## config.mk

```make
export PLATFORM = sky130hd
export DESIGN_NAME = uart_top
export DESIGN_NICKNAME = d
export VERILOG_FILES = /design/src/source/uart_line_pkg.sv /design/src/source/uart_host_pkg.sv /design/src/source/baud_tick_gen.sv /design/src/source/uart_ctrl.sv /design/src/source/uart_rx.sv /design/src/source/uart_top.sv /design/src/source/uart_tx.sv
export VERILOG_INCLUDE_DIRS = /design/src /design/src/source
export SDC_FILE = /design/constraint.sdc
export NUM_CORES = 1
export LEC_CHECK = 0
export BUFFER_PORTS_ARGS = -buffer_cell sky130_fd_sc_hd__buf_2
export CAP_MARGIN = 20
export CORE_AREA = 10 10 87 89
export DETAILED_ROUTE_END_ITERATION = 6
export DIE_AREA = 0 0 97 99
export PLACE_DENSITY = 0.77
export SLEW_MARGIN = 25
export SYNTH_ARGS = -nofsm -noshare
export SYNTH_HDL_FRONTEND = slang
export SYNTH_SLANG_ARGS = --single-unit
```

## constraint.sdc

```tcl
create_clock -name clk -period 4.32 [get_ports clk]
set_input_delay 0.864 -clock clk [delete_from_list [all_inputs] [get_ports clk]]
set_output_delay 0.864 -clock clk [all_outputs]
set_load 0.005 [all_outputs]
```

## src/source/uart_config.svh

```systemverilog
`ifndef UART_CONFIG_SVH
`define UART_CONFIG_SVH

// clk cycles per oversampling tick, kept small for simulation
`define UART_CLK_PER_TICK 4

// oversampling ticks in one bit period
`define UART_TICKS_PER_BIT 16

// data bits in one 8N1 frame
`define UART_DATA_BITS 8

`endif

```

## src/source/uart_line_pkg.sv

```systemverilog
`default_nettype none

`include "uart_config.svh"

package uart_line_pkg;

   // one data byte as seen on the serial line
   typedef logic [`UART_DATA_BITS-1:0] uart_byte_t;

   // tick position inside one bit period
   typedef logic [$clog2(`UART_TICKS_PER_BIT)-1:0] tick_count_t;

   // data bit position inside the frame
   typedef logic [$clog2(`UART_DATA_BITS)-1:0] bit_index_t;

   // transmitter states
   typedef enum logic [1:0] {
      tx_st_idle,
      tx_st_start,
      tx_st_data,
      tx_st_stop
   } tx_state_t;

   // receiver states
   typedef enum logic [1:0] {
      rx_st_idle,
      rx_st_start,
      rx_st_data,
      rx_st_stop
   } rx_state_t;

endpackage

`default_nettype wire

```

## src/source/uart_host_pkg.sv

```systemverilog
`default_nettype none

package uart_host_pkg;

   import uart_line_pkg::*;

   // host send strobe with its byte
   // valid is high for one cycle per byte
   typedef struct packed {
      logic       valid;
      uart_byte_t data;
   } send_req_t;

   // report of one received frame
   // framing_error set when the stop sample was low
   typedef struct packed {
      logic       valid;
      uart_byte_t data;
      logic       framing_error;
   } recv_report_t;

endpackage

`default_nettype wire

```

## src/source/baud_tick_gen.sv

```systemverilog
`timescale 1ns/1ps
`default_nettype none

`include "uart_config.svh"

module baud_tick_gen (
   input  logic clk,
   input  logic reset,
   output logic tick
);

   localparam int CNT_W = $clog2(`UART_CLK_PER_TICK);
   localparam logic [CNT_W-1:0] CNT_LAST = CNT_W'(`UART_CLK_PER_TICK - 1);

   logic [CNT_W-1:0] count;

   // free-running divider, tick registered at wrap
   always_ff @(posedge clk)
   begin
      if (reset)
      begin
         count <= '0;
         tick  <= 1'b0;
      end
      else if (count == CNT_LAST)
      begin
         count <= '0;
         tick  <= 1'b1;
      end
      else
      begin
         count <= count + 1'b1;
         tick  <= 1'b0;
      end
   end

   // tick must be a single-cycle strobe
   assert property (@(posedge clk) disable iff (reset) tick |=> !tick);

endmodule

`default_nettype wire

```

## src/source/uart_ctrl.sv

```systemverilog
`timescale 1ns/1ps
`default_nettype none

module uart_ctrl
   import uart_line_pkg::*, uart_host_pkg::*;
(
   input  logic         clk,
   input  logic         reset,
   input  send_req_t    send,
   input  logic         clear_overrun,
   input  logic         tx_done,
   input  logic         tx_active,
   input  logic         rx_done,
   input  uart_byte_t   rx_data,
   input  logic         rx_frame_error,
   output logic         tx_go,
   output uart_byte_t   tx_data,
   output recv_report_t recv,
   output logic         overrun,
   output logic         tx_busy
);

   uart_byte_t held_data;
   logic       held_full;
   logic       engine_busy;
   logic       drain;
   logic       start_now;
   logic       hold_now;
   logic       drop_now;

   // a pending tx_go counts as busy since the frame starts next cycle
   assign engine_busy = tx_active | tx_go;
   // frame ending with a byte waiting
   assign drain       = tx_done & held_full;
   // transmitter takes a new byte when idle or on its last stop tick
   assign start_now   = send.valid & ~held_full & (~engine_busy | tx_done);
   // register frees up in the same cycle it drains
   assign hold_now    = send.valid & ~start_now & engine_busy & (~held_full | drain);
   assign drop_now    = send.valid & ~start_now & ~hold_now;

   always_ff @(posedge clk)
   begin
      if (reset)
      begin
         tx_go      <= 1'b0;
         held_full  <= 1'b0;
         overrun    <= 1'b0;
         recv.valid <= 1'b0;
      end
      else
      begin
         tx_go      <= start_now | drain;
         held_full  <= hold_now | (held_full & ~drain);
         // sticky flag where a new drop wins over clear
         overrun    <= drop_now | (overrun & ~clear_overrun);
         recv.valid <= rx_done;
      end
   end

   // byte payloads
   always_ff @(posedge clk)
   begin
      if (drain)
         tx_data <= held_data;
      else if (start_now)
         tx_data <= send.data;
      if (hold_now)
         held_data <= send.data;
      if (rx_done)
      begin
         recv.data          <= rx_data;
         recv.framing_error <= rx_frame_error;
      end
   end

   assign tx_busy = tx_active | held_full | tx_go;

   // transmitter only gets a start while idle
   assert property (@(posedge clk) disable iff (reset) $rose(tx_go) |-> !tx_active);

endmodule

`default_nettype wire

```

## src/source/uart_rx.sv

```systemverilog
`timescale 1ns/1ps
`default_nettype none

`include "uart_config.svh"

module uart_rx
   import uart_line_pkg::*;
#(
   parameter int DATA_BITS = `UART_DATA_BITS
) (
   input  logic       clk,
   input  logic       reset,
   input  logic       tick,
   input  logic       rx,
   output logic       rx_done,
   output uart_byte_t rx_data,
   output logic       rx_frame_error
);

   localparam tick_count_t HALF_LAST = tick_count_t'(`UART_TICKS_PER_BIT / 2 - 1);
   localparam tick_count_t BIT_LAST  = tick_count_t'(`UART_TICKS_PER_BIT - 1);

   logic        rx_meta;
   logic        rx_sync;
   rx_state_t   state;
   tick_count_t tick_cnt;
   bit_index_t  bit_idx;
   logic        stop_end;

   // two-flop synchronizer, preset high so reset never looks like a start bit
   always_ff @(posedge clk)
   begin
      if (reset)
      begin
         rx_meta <= 1'b1;
         rx_sync <= 1'b1;
      end
      else
      begin
         rx_meta <= rx;
         rx_sync <= rx_meta;
      end
   end

   // stop bit centre reached
   assign stop_end = (state == rx_st_stop) && tick && (tick_cnt == BIT_LAST);

   always_ff @(posedge clk)
   begin
      if (reset)
      begin
         state    <= rx_st_idle;
         tick_cnt <= '0;
         bit_idx  <= '0;
         rx_done  <= 1'b0;
      end
      else
      begin
         rx_done <= stop_end;
         case (state)
            rx_st_idle:
            begin
               // falling edge starts the half-bit wait
               if (!rx_sync)
               begin
                  state    <= rx_st_start;
                  tick_cnt <= '0;
               end
            end
            rx_st_start:
            begin
               if (tick)
               begin
                  if (tick_cnt == HALF_LAST)
                  begin
                     // still low at mid start bit, otherwise a glitch
                     state    <= rx_sync ? rx_st_idle : rx_st_data;
                     tick_cnt <= '0;
                     bit_idx  <= '0;
                  end
                  else
                     tick_cnt <= tick_cnt + 1'b1;
               end
            end
            rx_st_data:
            begin
               if (tick)
               begin
                  if (tick_cnt == BIT_LAST)
                  begin
                     tick_cnt <= '0;
                     if (bit_idx == bit_index_t'(DATA_BITS - 1))
                        state <= rx_st_stop;
                     else
                        bit_idx <= bit_idx + 1'b1;
                  end
                  else
                     tick_cnt <= tick_cnt + 1'b1;
               end
            end
            rx_st_stop:
            begin
               if (tick)
               begin
                  if (tick_cnt == BIT_LAST)
                     state <= rx_st_idle;
                  else
                     tick_cnt <= tick_cnt + 1'b1;
               end
            end
            default:
               state <= rx_st_idle;
         endcase
      end
   end

   // data shifted in LSB first at each bit centre
   always_ff @(posedge clk)
   begin
      if ((state == rx_st_data) && tick && (tick_cnt == BIT_LAST))
         rx_data <= {rx_sync, rx_data[$bits(uart_byte_t)-1:1]};
      if (stop_end)
         rx_frame_error <= !rx_sync;
   end

endmodule

`default_nettype wire

```

## src/source/uart_top.sv

```systemverilog
`timescale 1ns/1ps
`default_nettype none

module uart_top
   import uart_line_pkg::*, uart_host_pkg::*;
(
   input  logic         clk,
   input  logic         reset,
   input  send_req_t    send,
   input  logic         clear_overrun,
   output recv_report_t recv,
   output logic         overrun,
   output logic         tx_busy,
   output logic         tx,
   input  logic         rx
);

   logic       tick;
   logic       tx_go;
   uart_byte_t tx_data;
   logic       tx_done;
   logic       tx_active;
   logic       rx_done;
   uart_byte_t rx_data;
   logic       rx_frame_error;

   // host side control
   uart_ctrl u_ctrl (
      .clk            (clk),
      .reset          (reset),
      .send           (send),
      .clear_overrun  (clear_overrun),
      .tx_done        (tx_done),
      .tx_active      (tx_active),
      .rx_done        (rx_done),
      .rx_data        (rx_data),
      .rx_frame_error (rx_frame_error),
      .tx_go          (tx_go),
      .tx_data        (tx_data),
      .recv           (recv),
      .overrun        (overrun),
      .tx_busy        (tx_busy)
   );

   // shared oversampling tick
   baud_tick_gen u_tick (
      .clk   (clk),
      .reset (reset),
      .tick  (tick)
   );

   uart_tx u_tx (
      .clk       (clk),
      .reset     (reset),
      .tick      (tick),
      .tx_go     (tx_go),
      .tx_data   (tx_data),
      .tx_done   (tx_done),
      .tx_active (tx_active),
      .tx        (tx)
   );

   uart_rx u_rx (
      .clk            (clk),
      .reset          (reset),
      .tick           (tick),
      .rx             (rx),
      .rx_done        (rx_done),
      .rx_data        (rx_data),
      .rx_frame_error (rx_frame_error)
   );

endmodule

`default_nettype wire

```

## src/source/uart_tx.sv

```systemverilog
`timescale 1ns/1ps
`default_nettype none

`include "uart_config.svh"

module uart_tx
   import uart_line_pkg::*;
#(
   parameter int DATA_BITS = `UART_DATA_BITS
) (
   input  logic       clk,
   input  logic       reset,
   input  logic       tick,
   input  logic       tx_go,
   input  uart_byte_t tx_data,
   output logic       tx_done,
   output logic       tx_active,
   output logic       tx
);

   localparam tick_count_t BIT_LAST = tick_count_t'(`UART_TICKS_PER_BIT - 1);

   tx_state_t   state, state_next;
   tick_count_t tick_cnt, tick_next;
   bit_index_t  bit_idx, bit_next;
   uart_byte_t  shift, shift_next;
   logic        tx_next;

   // control state and line register
   always_ff @(posedge clk)
   begin
      if (reset)
      begin
         state    <= tx_st_idle;
         tick_cnt <= '0;
         bit_idx  <= '0;
         tx       <= 1'b1;
      end
      else
      begin
         state    <= state_next;
         tick_cnt <= tick_next;
         bit_idx  <= bit_next;
         tx       <= tx_next;
      end
   end

   // data shifter
   always_ff @(posedge clk)
   begin
      shift <= shift_next;
   end

   // line value is set on each transition so tx follows the state directly
   always_comb
   begin
      state_next = state;
      tick_next  = tick_cnt;
      bit_next   = bit_idx;
      shift_next = shift;
      tx_next    = tx;
      tx_done    = 1'b0;
      case (state)
         tx_st_idle:
         begin
            if (tx_go)
            begin
               state_next = tx_st_start;
               tick_next  = '0;
               shift_next = tx_data;
               tx_next    = 1'b0;
            end
         end
         tx_st_start:
         begin
            if (tick)
            begin
               if (tick_cnt == BIT_LAST)
               begin
                  state_next = tx_st_data;
                  tick_next  = '0;
                  bit_next   = '0;
                  tx_next    = shift[0];
               end
               else
                  tick_next = tick_cnt + 1'b1;
            end
         end
         tx_st_data:
         begin
            if (tick)
            begin
               if (tick_cnt == BIT_LAST)
               begin
                  tick_next  = '0;
                  shift_next = shift >> 1;
                  // last data bit done, go to stop bit
                  if (bit_idx == bit_index_t'(DATA_BITS - 1))
                  begin
                     state_next = tx_st_stop;
                     tx_next    = 1'b1;
                  end
                  else
                  begin
                     bit_next = bit_idx + 1'b1;
                     tx_next  = shift[1];
                  end
               end
               else
                  tick_next = tick_cnt + 1'b1;
            end
         end
         tx_st_stop:
         begin
            // full-length stop bit
            if (tick)
            begin
               if (tick_cnt == BIT_LAST)
               begin
                  state_next = tx_st_idle;
                  tx_done    = 1'b1;
               end
               else
                  tick_next = tick_cnt + 1'b1;
            end
         end
         default:
            state_next = tx_st_idle;
      endcase
   end

   assign tx_active = (state != tx_st_idle);

   // line must rest high between frames
   assert property (@(posedge clk) disable iff (reset) (state == tx_st_idle) |-> tx);

endmodule

`default_nettype wire

```

==> results.txt <==
- Core area: 5850 um^2
- Worst path required time: 3.46 ns
* Width of the die: 97 um
- The layout has 472 filler cells.
- Number of flip-flops and latches in the synthesized netlist: 71
- Along the worst hold path, the cell count comes to 1.
* CTS tree: built
- Summing every instance area after synthesis gives just over 3000 um^2.
* Final total negative setup slack: 0 ns
- Hpwl dp: 3650 um
- Reg2reg end: u_ctrl.held_data[5]
* Number of hold-repair buffers added at the cts stage: 0
- Number of violations reported at the end of detailed-routing iteration 0: 65
- Before antenna repair, the detailed router went through 4 iterations.
- A synthesized cell averages approximately 13 um^2.
- Sinks on the clock net: 71
- Row generation in the floorplan step produced 28 rows.
- By startpoint and endpoint, the worst setup path is classified as reg2out.
* Source-to-sink clock delay at the later pin of the worst-skew pair: 0.35 ns
* Element type at the critical path start: flop
- Worst reg2reg path depth: 4
- Fraction of the cycle the final worst path needs: 55.7%
- The first global-routing pass estimated 8790 um of wire.
* Share of layout cells above drive strength 1: between 20% and 30%
* Initial antenna violation count: 0
- Power density over the cells: 537 nW/um^2
- Worst reg2reg startpoint: u_tick.tick
- H-tree level count: 3
- After detailed routing, the total wire length is 5210 um.
- Port bufs: 25
- Number of clock buffers inserted by TritonCTS: 9
- Switching Share: 28.3%
- The count of final max-slew check failures came to 0.
* Synth-to-Final Area Change: 12.0%
- Destination of the worst hold path: u_rx.rx_sync
* Startpoint of the most critical hold path: u_rx.rx_meta
- After synthesis, the most frequently instantiated cells are 42 x edfxtp_1, 29 x dfxtp_1, 18 x nor2_1, 13 x ha_1, 12 x nand2_1.
- Synth area leaders: edfxtp_1 40%, dfxtp_1 19%, ha_1 5.2%
- Fin nets: 298
- Period minus WS final: 2.41 ns
- The longest clock path from root to sink contains 2 buffers.
- Post-synthesis sequential area ratio: 59.0%
- Unrepaired setup endpoints after global routing: false
- After detailed routing, the average wire length per cell comes to 14.8 um.
* Final worst hold slack: between 0.4 and 0.5 ns
* Routability Congestion: roughly 0.80
* Number of cells produced by synthesis: 247
* Net switching power: 0.000532 W
- Count of unique library cells instantiated by Yosys: 53
* Detail Route Antenna Nets: 0
* DR DRC count: 0
* Number of warnings printed during yosys synthesis: 0
* Die Footprint: ~9600 um^2
- Post-synth top area cell: edfxtp_1
* Number of buffers added for setup after CTS: 0
* Share of flip-flops with an asynchronous set or reset after synthesis: 0%
- On the final layout, the worst clock skew is around 0.0077 ns.
* Number of synthesized flops with an enable pin: 42
- Maximum number of pins on one net before global-route repair: 30
- Remaining Overflow, GRT: 0
* Via density per instance: 5.39
* Peak supply drop: 0.000351 V
* Measured slew at the worst slew-check pin: approximately 0.7 ns
- The die is 99 um tall.
- Once the floorplan was initialized, standard cells occupied 53.3% of the core.
- Summing over every cut layer, the via total after detailed routing is 1896.
* FF-to-FF setup slack: about 2.1 ns
- Setup violations remaining at the end of the flow were counted as 0.
- Summed over its instances, the top area cell type makes up 40.4% of the synthesized netlist area.
- STA puts the critical path data arrival time at 1.54 ns.
* Tot GR Track Use: ~11%
* Headroom to the max-slew limit: around 52%
* Leading register cell type out of synthesis: edfxtp_1
- Clock Root Buffer: clkbuf_8
* Maximum fanout encountered on the critical timing path: 4
- Most common cell in the synthesized netlist: edfxtp_1
- Worst Setup End Kind: primary output
- The tool flagged a number of max-cap violations equal to 0.
- In this run, the combinational gates consume 21.3% of the power.
- Clock-pin slew was measured on the worst setup and hold paths at roughly 0.07 ns.
* Vias in the first global route: 1901
- During I/O placement, the number of pins put on the boundary was 26.
* Run status: completed
* Register share of total power: 48.8%
- Of the total power, the clock network draws 29.9%.
- Number of diodes: 0
* Pleak: about 1.3 nW
- Resized cells post-CTS: 0
- Final hold vios: 0
- Syn_nets: ~270
- Maximum clock frequency: just over 400 MHz
* Internal power summed over all cells: 0.00134 W
- The worst hold path belongs to the class reg2reg.
[per-stage QoR]
step | cell area, um^2 | worst slack [ns] | total power, W | std cells | util [%]
3_3_place_gp | 3280 | 1.98 | 0.00130 | 336 | 56.0
3_5_place_dp | 3280 | 1.90 | 0.00132 | 336 | 56.0
6_report | 3490 | 1.91 | 0.00188 | 352 | 59.7
5_1_grt | 3490 | 1.77 | 0.00197 | 352 | 59.7
2_1_floorplan | 3120 | 2.15 | 0.00122 | 247 | -
4_1_cts | 3490 | 1.90 | 0.00188 | 352 | 59.6
[sequential cells by signal (all words and copies together) (netlist names), named ones only]
register and count:
u_ctrl.held_data 8, u_rx.rx_sync 1, u_ctrl.tx_go 1, u_ctrl.held_full 1, u_tx.tick_cnt 4, u_ctrl.tx_data 8
u_tx.state 2, u_tick.tick 1, u_tick.count 2, u_tx.bit_idx 3, u_ctrl.overrun 1, u_rx.rx_data 8
u_rx.rx_done 1, u_tx.tx 1, u_rx.rx_frame_error 1, u_ctrl.recv 10, u_rx.bit_idx 3, u_tx.shift 8
u_rx.tick_cnt 4, u_rx.rx_meta 1, u_rx.state 1
[final cells by class]
cell class                 instances  area, um^2  area share, %
sequential                        71        1840           52.7
clock inverter                     6        85.1           2.43
clock buffer                      10         128           3.65
timing repair buffer              25         125           3.58
tap                               75        93.8           2.69
multi-input combinational        154        1180           33.8
inverter                          11        41.3           1.18
[worst max-delay path, cell delays in order (launching register included)]
cell and delay (ns):
dfxtp_1 0.40, inv_1 0.11, ha_1 0.24, nand2b_1 0.17, nor2_1 0.08, inv_1 0.08, buf_2 0.11
[layer usage]
metal | global-route usage [%] | vias to the layer above | wire (um)
met4 | 7.95 | 0 | 143
li1 | - | 955 | -
met3 | 2.86 | 9 | 137
met5 | 0 | - | 0
met1 | 13.1 | 907 | 2500
met2 | 17.6 | 25 | 2430
[logic make-up after synthesis]
family                     synth area share, %
AOI/OAI and AO/OA                         8.62
xor gates and xnor gates                 0.843
adders and majority gates                 5.54
buffers and inverters                     3.29
DFF                                       59.0
muxes                                     8.70
and+or+nand+nor                           14.0
[cells in the final DEF, fill, tap and decap left out, drive strengths merged, types with 2 or more instances in the layout]
master | Yosys | final
dfxtp | 29 | 29
mux2 | 17 | 17
bufinv | 0 | 2
nand2b | 8 | 8
a22oi | 2 | 2
edfxtp | 42 | 42
a21oi | 6 | 6
nand2 | 13 | 13
ha | 13 | 13
a21o | 2 | 2
clkinv | 0 | 3
a211oi | 2 | 2
mux2i | 5 | 5
inv | 11 | 11
or2 | 4 | 4
o21ai | 7 | 7
nor3b | 2 | 2
nor2b | 8 | 8
and3 | 2 | 2
buf | 6 | 25
nor2 | 18 | 18
and2 | 2 | 2
nand4 | 4 | 4
xnor2 | 2 | 2
clkbuf | 5 | 10
nor3 | 8 | 8
nand3 | 6 | 6
o21bai | 2 | 2
o2111ai | 3 | 3
a22o | 2 | 2
[power by group through the flow]
stage	clock network, W	registers, W	logic, W
2_1_floorplan	0	0.000911	0.000305
3_3_place_gp	0	0.000924	0.000375
3_5_place_dp	0	0.000933	0.000388
6_report	0.000561	0.000916	0.000399
4_1_cts	0.000576	0.000917	0.000392
5_1_grt	0.000599	0.000928	0.000443
[how the worst max path moves through the flow]
stage                        startpoint  slack (ns)       endpoint  cells past startpoint
final                     u_tx.state[0]        1.91        tx_busy                      6
after global routing      u_tx.state[0]        1.77        tx_busy                      6
after CTS                 u_tx.state[0]        1.90  u_tx.shift[0]                      4
after detailed placement  u_tx.state[0]        1.90  u_tx.shift[5]                      4
after global placement    u_tx.state[0]        1.98  u_tx.shift[5]                      4
after floorplan           u_tx.state[0]        2.15  u_tx.shift[0]                      6
Power figures use the tool's default switching activity.
